===== config.mk =====
export PLATFORM = sky130hd
export DESIGN_NAME = fetchPort
export DESIGN_NICKNAME = d
export VERILOG_FILES = /design/src/source/memMapPkg.sv /design/src/source/memOpPkg.sv /design/src/source/fetchPort.sv
export SDC_FILE = /design/constraint.sdc
export NUM_CORES = 1
export LEC_CHECK = 0
export BUFFER_PORTS_ARGS = -buffer_cell sky130_fd_sc_hd__buf_2
export CAP_MARGIN = 30
export CORE_ASPECT_RATIO = 1.4
export CORE_MARGIN = 8
export CORE_UTILIZATION = 16
export DETAILED_ROUTE_END_ITERATION = 8
export PLACE_DENSITY_LB_ADDON = 0.08
export SLEW_MARGIN = 20
export SYNTH_ARGS = -nofsm -noshare
export SYNTH_HDL_FRONTEND = slang
export SYNTH_SLANG_ARGS = --single-unit

===== constraint.sdc =====
create_clock -name vclk -period 0.8
set_clock_uncertainty 0.05 [all_clocks]
set_input_delay 0.08 -clock vclk [all_inputs]
set_output_delay 0.08 -clock vclk [all_outputs]
set_load 0.01 [all_outputs]

===== src/source/memMapPkg.sv =====
// Memory map package with word geometry and the byte and halfword views of a data word
package memMapPkg;

    // ----------------------------------------------------------------------
    // Geometry
    // ----------------------------------------------------------------------

    localparam int DATA_WIDTH      = 32;               // Bits per memory word
    localparam int NUM_LANES       = 4;                // Byte columns per word
    localparam int LANE_WIDTH      = 8;                // Bits per byte column
    localparam int HALF_WIDTH      = 2 * LANE_WIDTH;   // Bits per halfword
    localparam int WORD_ADDR_WIDTH = 10;               // 1024 words of 4 bytes

    // Byte address bits 1 and 0 select the lane
    // Everything from bit 2 up to bit WORD_ADDR_WIDTH+1 is the word index

    // ----------------------------------------------------------------------
    // Lane views of one word
    // ----------------------------------------------------------------------
    // Little endian throughout
    // lanes[0] holds the byte at offset 0
    // halves[0] holds offsets 0 and 1, halves[1] holds offsets 2 and 3

    typedef union packed {
        logic [NUM_LANES-1:0][LANE_WIDTH-1:0]   lanes;    // Byte view
        logic [NUM_LANES/2-1:0][HALF_WIDTH-1:0] halves;   // Halfword view
    } memWord_u;

endpackage


===== src/source/memOpPkg.sv =====
// Memory operation package with RV32I load/store size codes and fixed instruction words
package memOpPkg;

    // ----------------------------------------------------------------------
    // Load and store operations
    // ----------------------------------------------------------------------
    // Values match funct3 of the LOAD and STORE opcodes, so the decode
    // stage can pass the field through untouched

    typedef enum logic [2:0] {
        MEM_BYTE              = 3'b000,  // LB and SB
        MEM_HALFWORD          = 3'b001,  // LH and SH
        MEM_WORD              = 3'b010,  // LW and SW
        MEM_BYTE_UNSIGNED     = 3'b100,  // LBU (no store form)
        MEM_HALFWORD_UNSIGNED = 3'b101   // LHU (no store form)
    } memOp_e;

    // Codes 3'b011, 3'b110 and 3'b111 are not listed above
    // Loads with them return zero and stores with them write nothing

    // ----------------------------------------------------------------------
    // Instruction words handed to decode
    // ----------------------------------------------------------------------

    // Canonical NOP is addi x0 x0 0
    localparam logic [31:0] NOP_INSTR = 32'h0000_0013;

    // All zeros is an illegal encoding in RV32I
    // Used while in reset so it differs from a flush bubble
    localparam logic [31:0] RESET_INSTR = 32'h0000_0000;

endpackage


===== src/source/fetchPort.sv =====
// Fetch port that word-aligns the PC and substitutes NOP or zero for the fetched word

`timescale 1ns/1ps

module fetchPort
    import memOpPkg::*, memMapPkg::*;
(
    input  logic                       RST,
    input  logic [DATA_WIDTH-1:0]      pcAddr,          // PC from the F stage
    input  logic                       flushD,          // Kill the instruction entering D
    input  logic                       stallEn,         // Hold D with a bubble
    input  logic [DATA_WIDTH-1:0]      fetchWord,       // RAM port B data
    output logic [WORD_ADDR_WIDTH-1:0] fetchWordAddr,   // RAM port B index
    output logic [DATA_WIDTH-1:0]      instr            // Instruction into decode
);

    // Instructions are always word aligned
    // pcAddr[1:0] is never looked at
    assign fetchWordAddr = pcAddr[WORD_ADDR_WIDTH+1:2];

    // ----------------------------------------------------------------------
    // Instruction select
    // ----------------------------------------------------------------------
    // Acts on the word already out of the RAM
    // Flush and stall take effect in the same cycle they are raised
    always_comb begin
        if (RST) begin
            instr = RESET_INSTR;        // Zero so reset bubbles look unlike flushes
        end else if (flushD || stallEn) begin
            instr = NOP_INSTR;          // Bubble
        end else begin
            instr = fetchWord;
        end
    end

endmodule


* Word level (Yosys, flattened, before mapping)
Cells that the tools add are included.
** Storage, ports and cells
- Output and inout port bits :: 42
- Input port bits :: 67
- Word-level logic and storage cells :: 3
- Bits in registers :: 0
** Operators by class
- Multiplexer cells :: 2
- Reduce and logical (&&, ||, !) cells :: 1
** Operators with widths (number)
- 32-bit 2-to-1 mux :: 2
- 1-bit logical OR :: 1

* Logic depth before layout (Yosys ltp)
- Word-level depth :: 3
- Mapped depth :: 4
- Mapped depth without buffers :: 2

* Worst setup path before layout
OpenSTA, ideal clock, no wires.
- Path kind :: input port to output port
- Start :: input RST
- End :: output instr[21]
- Arrival time :: 0.678 ns
- Stages :: 4
- Slack :: -0.008 ns
- Cells stage by stage :: nor3_2 buf_4 buf_6 and2_1
** Between the ends
- Word-level cells in the longest chain between the ends :: 1
** Ends and longest elaborated chain
- from (decl) :: RTL line fetchPort.sv:8 : input logic RST,
- 32-bit 2-to-1 mux :: RTL line fetchPort.sv:27 : if (RST) begin
- to (decl) :: RTL line fetchPort.sv:14 : output logic [DATA_WIDTH-1:0] instr
No other way between the ends.

* Worst setup path in the final report
- Start :: input stallEn
- End :: output instr[17]
** Between the ends
- Word-level cells in the longest chain between the ends :: 3
** Ends and longest elaborated chain
- from (decl) :: RTL line fetchPort.sv:11 : input logic stallEn,
- 1-bit logical OR :: RTL line fetchPort.sv:29 : end else if (flushD || stallEn) begin
- 32-bit 2-to-1 mux :: RTL line fetchPort.sv:29
- 32-bit 2-to-1 mux :: RTL line fetchPort.sv:27
No other way between the ends.

==> Implementation_results.wiki <==
{| class="wikitable"
! Metric !! Value
|-
| Result of the run || finished, violations left
|-
| Violated checks || negative setup slack
|-
| Placer Congestion || 0.696
|-
| Switching share of total power || 41.2%
|-
| Origin of the worst min-delay path || pcAddr[2]
|-
| Power density relative to cell area || 357 mW/mm2
|-
| All-Layer GR Usage || 6.39%
|-
| Number of setup violations in the final report || 29
|-
| Internal Pwr Total || 0.137 mW
|-
| Startpoint kind of the worst setup timing path || primary input
|-
| Die X || 53.6 um
|-
| Library cell with the highest instance count after synthesis || and2_1
|-
| Top cell type by total area after synthesis || and2_1
|-
| HPWL reported at the end of detailed placement || 1310 um
|-
| Achievable Freq || 1070 MHz
|-
| Worst Hold Endpoint || fetchWordAddr[0]
|-
| First DRT Iteration DRCs || 2
|-
| Die Y || 68.6 um
|-
| Tightest slew margin relative to the limit || 88.0%
|-
| Gate count after technology mapping || 49
|-
| Crit Path Class || primary input to output port
|-
| Hold buffer count at cts || 0
|-
| Seq pwr share || 0%
|-
| Largest net degree at the start of global routing || 16
|-
| Worst supply voltage drop on vdd || 0.000125 V
|-
| Number of input and output port buffers inserted || 67
|-
| Transition at the pin with the smallest max-transition slack || 179 ps
|-
| Post-Place Setup Slack || -190 ps
|-
| Remaining Overflow, GRT || 0
|-
| Area delta synth->final || 107%
|-
| Initial antenna violation count || 0
|-
| Endpoint kind of the worst setup timing path || output port
|-
| LEAKAGE || 0.437 nW
|-
| Min-Delay Path Depth || 0
|-
| Combined flip-flop and latch cell area || 0 um2
|-
| Post-synthesis average cell area || 6.46 um2
|-
| CLK BUF || 0
|-
| Fraction of synthesized cell area taken by the top area cell type || 57.3%
|-
| Number of vias after detailed routing || 501
|-
| Length of the first detailed-routing pass in iterations || 2
|-
| RSZ-0062 raised after global routing || true
|-
| Portion of the post-synthesis area used by sequential elements || 0%
|-
| Non-filler cells, final || 129
|-
| Die Footprint || 0.00368 mm2
|-
| Required time reported for the critical path endpoint || 670 ps
|-
| Antenna diode count || 0
|-
| Worst setup margin || -133 ps
|-
| Maxcap violations || 0
|-
| Synth warn || 0
|-
| Mean routed wirelength per cell || 11.4 um
|-
| Syn Std Cell Area || 317 um2
|-
| Met2 layer wire length in the routed design || 639 um
|-
| Area inside the core boundary || 0.00193 mm2
|-
| Ratio of final minimum period to clock period || 117%
|-
| Number of placed instances with taps included || 128
|-
| Final wirelength || 1470 um
|-
| Data arrival time at the worst-slack endpoint || 800 ps
|-
| Net switching power || 0.0962 mW
|-
| Max-slew violation count || 0
|-
| Min Tclk post-route || 933 ps
|-
| Proportion of power drawn by combinational gates || 100.0%
|-
| Class of the tightest hold or removal check || primary input to output port
|-
| Post-synth cell types || 7
|-
| First-pass GRT wire length || 1960 um
|-
| Leading cell types by total area after synthesis || and2_1, buf_4, nor3_1
|-
| Proportion of power drawn by the clock network || 0%
|-
| Count of standard-cell rows || 19
|-
| Number of nets produced by synthesis || 116
|-
| Top Layer Used || met3
|-
| Number of global-route vias before repair || 499
|-
| Post-detailed-route via-to-cell ratio || 3.88
|-
| Number of I/O pins || 109
|-
| Share of layout cells above drive strength 1 || 70.4%
|-
| Number of sequential cells || 0
|-
| Top post-synthesis cells by count || and2_1, buf_4, nor2_1, nor3_1
|-
| Post-route DRC violation count || 0
|-
| Length of routed wiring on met1 || 452 um
|-
| Final-report hold violation count || 0
|-
| Net count reported at finish || 177
|-
| Detail Route Antenna Nets || 0
|-
| Routed length on met3 || 377 um
|-
| Initial Utilization || 16.4%
|-
| Largest driver fanout on the critical path || 15
|}
-- area by class of cell --
class	instances	area [um2]
fill	212	1270
multi-input combinational	36	239
tap	21	26.3
timing repair buffer	72	389
-- cell families (layout without fill, tap and decap cells) --
family                 after synthesis  count (layout)  synth area share, %
and+or+nand+nor                     36              36                 68.8
buffers and inverters               13              72                 31.2
-- cell usage in the layout, fill, tap and decap left out --
master  Yosys  layout
buf_2       0      65
and2_1     29      29
buf_4      11       4
nor3_2      1       3
nor2_1      3       3
buf_6       1       3
nor3_4      0       1
-- what timing repair did --
item	in CTS	in global routing
setup buffers	1	0
gates resized for setup	8	2
pin swaps	7	1
gates cloned	1	0
setup endpoints to repair	31	32
-- power by group through the flow --
stage          logic (mW)  registers (mW)  clock network [mW]
2_1_floorplan       0.131               0                   0
3_3_place_gp        0.217               0                   0
3_5_place_dp        0.216               0                   0
4_1_cts             0.239               0                   0
5_1_grt             0.260               0                   0
6_report            0.234               0                   0
-- routing by layer --
metal	vias to the layer above	track usage, %
met3	0	4.94
met5	-	0
met1	194	5.25
met4	0	0
met2	51	12.4
li1	256	-
-- worst max path at each step --
stage                       start        end  cells past startpoint  slack [ps]
final                     stallEn  instr[17]                      5        -130
after global routing       flushD  instr[14]                      5        -230
after CTS                     RST  instr[17]                      5        -180
after detailed placement      RST   instr[2]                      5        -190
after global placement        RST   instr[2]                      5        -160
after floorplan               RST  instr[21]                      4          -8
-- through the flow --
stage / total power [mW] / hold slack (ps) / util (%) / setup TNS, ps / instance area, um2
3_5_place_dp: 0.216 / 110 / 31.6 / -5000 / 609
3_3_place_gp: 0.217 / 110 / 31.6 / -4640 / 609
5_1_grt: 0.260 / 110 / 34.0 / -5490 / 654
6_report: 0.234 / 110 / 34.0 / -3530 / 654
2_1_floorplan: 0.131 / 158 / - / -79.9 / 317
4_1_cts: 0.239 / 110 / 34.1 / -4470 / 657
-- worst max-delay path: stages --
cell and delay (ps):
buf_6 100, nor3_4 210, buf_6 160, and2_1 130, buf_2 120
Power figures use the tool's default switching activity.
