--- src/source/memMapPkg.sv ---
// Memory map package with word geometry and the byte and halfword views of a data word
package memMapPkg;

    // ----------------------------------------------------------------------
    // Geometry
    // ----------------------------------------------------------------------

    localparam int DATA_WIDTH      = 32;               // Bits per memory word
    localparam int NUM_LANES       = 4;                // Byte columns per word
    localparam int LANE_WIDTH      = 8;                // Bits per byte column
    localparam int HALF_WIDTH      = 2 * LANE_WIDTH;   // Bits per halfword
    localparam int WORD_ADDR_WIDTH = 10;               // 1024 words of 4 bytes

    // Byte address bits 1 and 0 select the lane
    // Everything from bit 2 up to bit WORD_ADDR_WIDTH+1 is the word index

    // ----------------------------------------------------------------------
    // Lane views of one word
    // ----------------------------------------------------------------------
    // Little endian throughout
    // lanes[0] holds the byte at offset 0
    // halves[0] holds offsets 0 and 1, halves[1] holds offsets 2 and 3

    typedef union packed {
        logic [NUM_LANES-1:0][LANE_WIDTH-1:0]   lanes;    // Byte view
        logic [NUM_LANES/2-1:0][HALF_WIDTH-1:0] halves;   // Halfword view
    } memWord_u;

endpackage

--- src/source/memOpPkg.sv ---
// Memory operation package with RV32I load/store size codes and fixed instruction words
package memOpPkg;

    // ----------------------------------------------------------------------
    // Load and store operations
    // ----------------------------------------------------------------------
    // Values match funct3 of the LOAD and STORE opcodes, so the decode
    // stage can pass the field through untouched

    typedef enum logic [2:0] {
        MEM_BYTE              = 3'b000,  // LB and SB
        MEM_HALFWORD          = 3'b001,  // LH and SH
        MEM_WORD              = 3'b010,  // LW and SW
        MEM_BYTE_UNSIGNED     = 3'b100,  // LBU (no store form)
        MEM_HALFWORD_UNSIGNED = 3'b101   // LHU (no store form)
    } memOp_e;

    // Codes 3'b011, 3'b110 and 3'b111 are not listed above
    // Loads with them return zero and stores with them write nothing

    // ----------------------------------------------------------------------
    // Instruction words handed to decode
    // ----------------------------------------------------------------------

    // Canonical NOP is addi x0 x0 0
    localparam logic [31:0] NOP_INSTR = 32'h0000_0013;

    // All zeros is an illegal encoding in RV32I
    // Used while in reset so it differs from a flush bubble
    localparam logic [31:0] RESET_INSTR = 32'h0000_0000;

endpackage

--- src/source/dataPortIf.sv ---
// Data port bus between the load/store logic and port A of the shared RAM

`timescale 1ns/1ps

interface dataPortIf
    import memMapPkg::*;
();

    logic [WORD_ADDR_WIDTH-1:0] wordAddr;   // Word index, byte offset stripped
    logic [NUM_LANES-1:0]       byteEn;     // One bit per byte lane, zero means read only
    logic [DATA_WIDTH-1:0]      wrData;     // Already steered onto the lanes
    logic [DATA_WIDTH-1:0]      rdData;     // Old word, one cycle after wordAddr

    // Load/store side
    modport ctrl (
        output wordAddr, byteEn, wrData,
        input  rdData
    );

    // RAM side
    modport mem (
        input  wordAddr, byteEn, wrData,
        output rdData
    );

endinterface

--- src/source/dataPort.sv ---
// Data port that steers store bytes onto RAM lanes and extracts and extends load fields

`timescale 1ns/1ps

module dataPort
    import memOpPkg::*, memMapPkg::*;
(
    input  logic                  clkA,
    input  logic                  RST,
    input  logic                  memWrEn,    // Store strobe from the M stage
    input  memOp_e                memOp,      // funct3 of the load or store
    input  logic [DATA_WIDTH-1:0] rwAddr,     // Byte address from the ALU
    input  logic [DATA_WIDTH-1:0] wrData,     // rs2 value, right aligned
    output logic [DATA_WIDTH-1:0] loadData,   // Extended load result
    dataPortIf.ctrl               bus
);

    logic [NUM_LANES-1:0] laneSel;     // Lanes touched by the op, before the strobe
    memWord_u             storeWord;   // Store data replicated across lanes

    memOp_e               opQ;         // Op of the access now returning from RAM
    logic [1:0]           offsetQ;     // Its byte offset
    memWord_u             loadWord;    // RAM read word
    logic [LANE_WIDTH-1:0] pickedByte;
    logic [HALF_WIDTH-1:0] pickedHalf;

    // ----------------------------------------------------------------------
    // Request side
    // ----------------------------------------------------------------------

    assign bus.wordAddr = rwAddr[WORD_ADDR_WIDTH+1:2];   // Drop byte offset

    // Lane decode from size and the low address bits
    always_comb begin
        laneSel = '0;
        case (memOp)
            MEM_BYTE: begin
                laneSel[rwAddr[1:0]] = 1'b1;                // Single lane
            end
            MEM_HALFWORD: begin
                laneSel[{rwAddr[1], 1'b0}] = 1'b1;          // Bit 0 ignored
                laneSel[{rwAddr[1], 1'b1}] = 1'b1;
            end
            MEM_WORD: begin
                laneSel = '1;                               // Low two bits ignored
            end
            default: begin
                laneSel = '0;                               // LBU and LHU codes never store
            end
        endcase
    end

    assign bus.byteEn = memWrEn ? laneSel : '0;   // Reads still happen with no lanes set

    // Copy the low byte or halfword into every slot
    // Whichever lanes are enabled then pick up the right data
    always_comb begin
        storeWord = wrData;
        case (memOp)
            MEM_BYTE: begin
                for (int i = 0; i < NUM_LANES; i++) begin
                    storeWord.lanes[i] = wrData[LANE_WIDTH-1:0];
                end
            end
            MEM_HALFWORD: begin
                for (int i = 0; i < NUM_LANES / 2; i++) begin
                    storeWord.halves[i] = wrData[HALF_WIDTH-1:0];
                end
            end
            default: begin
                storeWord = wrData;                         // Word goes out as is
            end
        endcase
    end

    assign bus.wrData = storeWord;

    // ----------------------------------------------------------------------
    // Return side
    // ----------------------------------------------------------------------

    // RAM read takes one edge, so the op and offset are kept alongside it
    always_ff @(posedge clkA) begin
        offsetQ <= rwAddr[1:0];
        if (RST || memWrEn) begin
            opQ <= memOp_e'(3'b111);   // Unused code so loadData reads zero
        end else begin
            opQ <= memOp;
        end
    end

    assign loadWord   = bus.rdData;
    assign pickedByte = loadWord.lanes[offsetQ];
    assign pickedHalf = loadWord.halves[offsetQ[1]];   // Halfword uses bit 1 only

    // Width casts extend, signed source gives sign extension
    always_comb begin
        case (opQ)
            MEM_BYTE:              loadData = DATA_WIDTH'($signed(pickedByte));
            MEM_BYTE_UNSIGNED:     loadData = DATA_WIDTH'(pickedByte);
            MEM_HALFWORD:          loadData = DATA_WIDTH'($signed(pickedHalf));
            MEM_HALFWORD_UNSIGNED: loadData = DATA_WIDTH'(pickedHalf);
            MEM_WORD:              loadData = loadWord;
            default:               loadData = '0;   // Store cycle, reset or bad code
        endcase
    end

endmodule

--- src/flat_wrapper.sv ---
// flat-port wrapper written by rule: the top's interface ports become plain ports
module dataPort_flat import memOpPkg::*, memMapPkg::*;
  (clkA, RST, memWrEn, memOp, rwAddr, wrData, loadData, bus_wordAddr, bus_byteEn, bus_wrData, bus_rdData);
  dataPortIf bus_i ();
  input  logic clkA;
  input  logic RST;
  input  logic memWrEn;
  input  memOp_e memOp;
  input  logic [DATA_WIDTH-1:0] rwAddr;
  input  logic [DATA_WIDTH-1:0] wrData;
  output logic [DATA_WIDTH-1:0] loadData;
  output wire logic [$bits(bus_i.wordAddr)-1:0] bus_wordAddr;
  output wire logic [$bits(bus_i.byteEn)-1:0] bus_byteEn;
  output wire logic [$bits(bus_i.wrData)-1:0] bus_wrData;
  input wire logic [$bits(bus_i.rdData)-1:0] bus_rdData;
  assign bus_wordAddr = bus_i.wordAddr;
  assign bus_byteEn = bus_i.byteEn;
  assign bus_wrData = bus_i.wrData;
  assign bus_i.rdData = bus_rdData;
  dataPort u_core (.clkA(clkA), .RST(RST), .memWrEn(memWrEn), .memOp(memOp), .rwAddr(rwAddr), .wrData(wrData), .loadData(loadData), .bus(bus_i));
endmodule
--- config.mk ---
export PLATFORM = sky130hd
export DESIGN_NAME = dataPort_flat
export DESIGN_NICKNAME = d
export VERILOG_FILES = /design/src/source/memMapPkg.sv /design/src/source/memOpPkg.sv /design/src/source/dataPortIf.sv /design/src/source/dataPort.sv /design/src/flat_wrapper.sv
export SDC_FILE = /design/constraint.sdc
export NUM_CORES = 1
export LEC_CHECK = 0
export BUFFER_PORTS_ARGS = -buffer_cell sky130_fd_sc_hd__buf_4
export CAP_MARGIN = 20
export CORE_UTILIZATION = 30
export CTS_CLUSTER_SIZE = 12
export DETAILED_ROUTE_END_ITERATION = 12
export PLACE_DENSITY_LB_ADDON = 0.15
export SYNTH_ARGS = -nofsm -noshare
export SYNTH_HDL_FRONTEND = slang
export SYNTH_SLANG_ARGS = --single-unit
--- constraint.sdc ---
create_clock -name clkA -period 2.8 [get_ports clkA]
set_input_delay 0.56 -clock clkA [delete_from_list [all_inputs] [get_ports clkA]]
set_output_delay 0.56 -clock clkA [all_outputs]
set_load 0.01 [all_outputs]
# Word-level counts from Yosys, hierarchy flattened
# Index checks and enable logic that the tools add are counted.
[op_classes] n_lt_le_gt_ge=8 eq_ne=6 n_mux=14 n_bitwise=1 n_reduce_logical=6
[ops] operator="32-bit one-hot mux with 5 select lines" n=1
[ops] operator="32-bit one-hot mux with 2 select lines" n=1
[ops] operator="16-bit two-way mux" n=2
[ops] operator="8-bit binary-select mux with 2-bit select" n=1
[ops] operator="2-bit by 3-bit less-than comparator with 1-bit output, second input constant" n=4
[ops] operator="4-bit one-hot mux with 3 select lines" n=1
[ops] operator="8-bit two-way mux" n=1
[ops] operator="3-bit by 1-bit equality test with 1-bit output, second input constant" n=2
[ops] operator="3-bit by 2-bit equality test with 1-bit output, second input constant" n=2
[ops] operator="3-bit equality test, second input constant" n=2
[ops] operator="2-bit by 1-bit >= comparator with 1-bit output, second input constant" n=3
[ops] operator="3-bit logical NOT" n=2
[ops] operator="4-bit two-way mux" n=1
[ops] operator="3-bit by 4-bit OR with 4-bit output" n=1
[ops] operator="1-bit logical AND" n=3
[ops] operator="1-bit two-way mux" n=3
[ops] operator="1-bit demux with 1-bit select" n=2
[ops] operator="1-bit demux with 2-bit select" n=1
[ops] operator="1-bit by 2-bit less-than comparator with 1-bit output, second input constant" n=1
[ops] operator="1-bit logical OR" n=1
[totals] regBits=5 out_inout_bits=78 wordCells=37

# Depth between registers and ports, before layout
[logic_depth] ltp_word=7 depth_mapped=6 ltp_nobuf=4

# Least setup slack after synthesis
# No wires, ideal clock.
[synth_path] path_kind="input-to-output" from="input port memOp[1]" to="output port bus_wrData[20]" arrival_ps=1603 path_slack_ps=637 stages=4 path_cell_list="clkbuf_1 -> nor2_1 -> buf_2 -> mux2_2"
[synth_between] elab_chain_len=2 word_cells_on_any_way=3 cone_classes="eq/ne: 1; mux: 1; reduce/logical: 1"
[synth_lines] item="start, declared" line="flat_wrapper.sv:8" source="input memOp_e memOp;"
[synth_lines] item="3-bit by 1-bit equality test with 1-bit output or 3-bit logical NOT (tied branches)" line="dataPort.sv:59" source="case (memOp)"
[synth_lines] item="32-bit one-hot mux with 2 select lines (*)" line="dataPort.sv:59"
[synth_lines] item="end, declared" line="flat_wrapper.sv:14" source="output wire logic [$bits(bus_i.wrData)-1:0] bus_wrData;"
# Mark *: on every way between the ends. The rest lies on a longest branch, timed or not.

# Worst setup path in the final report
[layout_path] from="register u_core.offsetQ[1]" to="output port loadData[15]"
[layout_between] elab_chain_len=3 word_cells_on_any_way=5 cone_classes="mux: 5"
[layout_lines] item="start, declared" line="dataPort.sv:22" source="logic [1:0] offsetQ;"
[layout_lines] item="start signal, assigned" line="dataPort.sv:84" source="offsetQ <= rwAddr[1:0];"
[layout_lines] item="8-bit binary-select mux with 2-bit select or 16-bit two-way mux (tied branches)" line="dataPort.sv:93, dataPort.sv:94"
[layout_lines] item="8-bit two-way mux (implied by the code) or 16-bit two-way mux (tied branches)" line="dataPort.sv:93, dataPort.sv:94"
[layout_lines] item="32-bit one-hot mux with 5 select lines (*)" line="dataPort.sv:98" source="case (opQ)"
[layout_lines] item="end, declared" line="flat_wrapper.sv:11" source="output logic [DATA_WIDTH-1:0] loadData;"
# Mark *: on every way between the ends. The rest lies on a longest branch, timed or not. The select of a mux whose other input is x is not followed.

==> key figures <==
Placed design
  • Hpwl dp: 3950 microns
  • Number of port buffers: between 100 and 150
  • Setup WS pre-CTS: 0.552 ns
  • DP Area: ~2400 sq um
  • RePlAce Congestion: between 0.7 and 0.8

Synth
  • Syn Inst Count: 204
  • Asr flop ratio synth: 0%
  • Most common flop cell mapped by yosys: dfxtp_1
  • Register area share after synthesis: 6.89%
  • Synth warn: 0
  • Yosys cell types: 33
  • Post-Syn Area per Cell: a little over 7 sq um
  • Synthesized flop and latch total: 5
  • Synth Cell Area: ~1500 sq um
  • Post-synth EDFFs: 0
  • Synthesized Nets: between 300 and 400

Floorplan
  • IO Pins: 180
  • Starting Density: between 30% and 40%
  • Core Area: between 4000 and 5000 sq um
  • Num rows: 24
  • DIE AREA: 5120 sq um
  • Die H: 71.6 microns
  • Die width: roughly 72 microns

Setup path
  • Crit-path max cell delay: roughly 0.53 ns
  • Crit path kind: reg -> out
  • Crit-path slowest cell: or4b_4
  • Critical-path cell list: or4b_4, o22ai_4, a21oi_1, o21ai_1, buf_4
  • CP Max Fanout: 10
  • Worst setup SP type: register
  • CP arrival: 1.85 ns
  • CP top delay family: simple AND/OR/NAND/NOR gates
  • Worst Setup End Kind: output port
  • Buf/Inv on CP: 1
  • Worst EP required: between 2 and 2.5 ns

Final layout
  • Diode count: 0
  • Commonest non-fill, non-tap cell in the layout: buf_4
  • Share of cells above drive strength 1: between 50% and 60%
  • Most frequent cells in the layout: buf_4, a21oi_1, nand2_1
  • Synth-to-layout area growth: 68.0%
  • Final net count: roughly 430
  • Fin area: 2440 sq um

Pwr
  • Leak: approximately 1.3 nW
  • Max VDD drop: 131 uV
  • Cell Pwr Density: 217 nW/um^2

Clocking
  • H-tree Lvls: 1
  • Postcts setup bufs: 0
  • Root buf cell: clkbuf_8
  • CTS tree: done
  • # clock sinks: 5
  • CTS clock-pin slew for the worst setup and hold paths: 0.03 ns
  • Hold buffer count at cts: 0
  • CTS buffer count: 3
  • Post-cts sizing count: 0
  • CTS Buffer Depth: 2

Timing
  • Slew @ Worst Pin: 0.500 ns
  • Min Tclk post-route: roughly 2.4 ns
  • Fmax: just over 400 MHz
  • Slew Viols, Final: 0
  • Final setup fails: 0
  • Unrepaired setup endpoints after global routing: no
  • Fin worst setup slack: 0.390 ns
  • Max_slew headroom: 66.7%
  • Hold WS: between 0.4 and 0.5 ns
  • Final cycle utilization of the critical path: 86.1%
  • Final hold vios: 0
  • Setup TNS: 0 ns

Global routing
  • First-pass GRT wire length: 7810 microns
  • Largest net degree at the start of global routing: 26
  • Initial antenna violation count: 0
  • Grt ovf: 0
  • Number of global-route vias before repair: 1716
  • Total track usage: 18.5%

Route
  • Vias: 1857
  • Routed wire length: 4890 microns
  • DR pass1 iterations: 4
  • Avg WL per Cell: 13.1 microns
  • Avg Vias per Cell: 4.97
  • Starting DRT DRC Count: a little over 70
  • Drt drc: 0
  • Post-route antenna net violation count: 0

Status
  • Status: complete, no violations

Worst hold path
  • Hold/Removal Path Class: in -> reg

Job
  • Max Cap Viol: 0
power breakdown:
group | leakage [nW] | internal, mW | switching [mW]
Combinational | 1.19 | 0.182 | 0.136
Clock | 0.0228 | 0.0974 | 0.0322
Sequential | 0.0416 | 0.0751 | 0.00681
cells in the mapped netlist (2+ instances only):
master    count  area share (%)
nor2_1       17             4.4
mux2i_1      19              13
buf_6         2             1.6
inv_1         3            0.78
nor3_1        2            0.69
o21ai_0      12             4.1
or3_1         3             1.3
a21oi_1      36              12
buf_2         6             2.1
buf_4        21              11
clkbuf_1      4             1.0
nand2b_1      4             1.7
a221o_1       6             4.1
mux2_2       22              17
dfxtp_1       5             6.9
nand2_1      25             6.5
cell families after synthesis:
group / Yosys count / synth area share [%]
buffers and inverters: 36 / 16.3
and+or+nand+nor: 59 / 19.7
DFF: 5 / 6.89
muxes: 41 / 30.1
AOI/OAI and AO/OA: 63 / 27.0
sequential cells by signal, indices dropped and copies added, names as in the netlist:
signal / count
u_core.offsetQ: 2
u_core.opQ: 3
layer usage:
metal	global-route usage, %	up-vias	share of wire, %
met5	0	-	0
met4	3.27	0	0
met2	35.1	79	51
li1	-	955	-
met1	22.1	823	41
met3	3.09	0	8.0
final timing paths:
path | startpoint | to | slack, ns | cells after the start
min | rwAddr[0] | u_core.offsetQ[0] | 0.47 | 1
max | u_core.offsetQ[1] | loadData[15] | 0.39 | 5
metrics by stage:
step / util (%) / total power [mW] / instances
final: 54.2 / 0.529 / 374
after global routing: 54.2 / 0.568 / 374
after CTS: 54.2 / 0.537 / 374
after detailed placement: 53.2 / 0.401 / 370
after global placement: 53.2 / 0.399 / 370
after floorplan: - / 0.250 / 204
final cells by class:
cell class	count	area (sq um)
clock buffers	4	45.0
fillers	442	2060
inverters	3	11.3
multi-input cells	163	1120
flip-flops and latches	5	100
well taps	52	65.1
repair buffers	147	1100
Note: power is estimated with default switching activity, not from simulation.
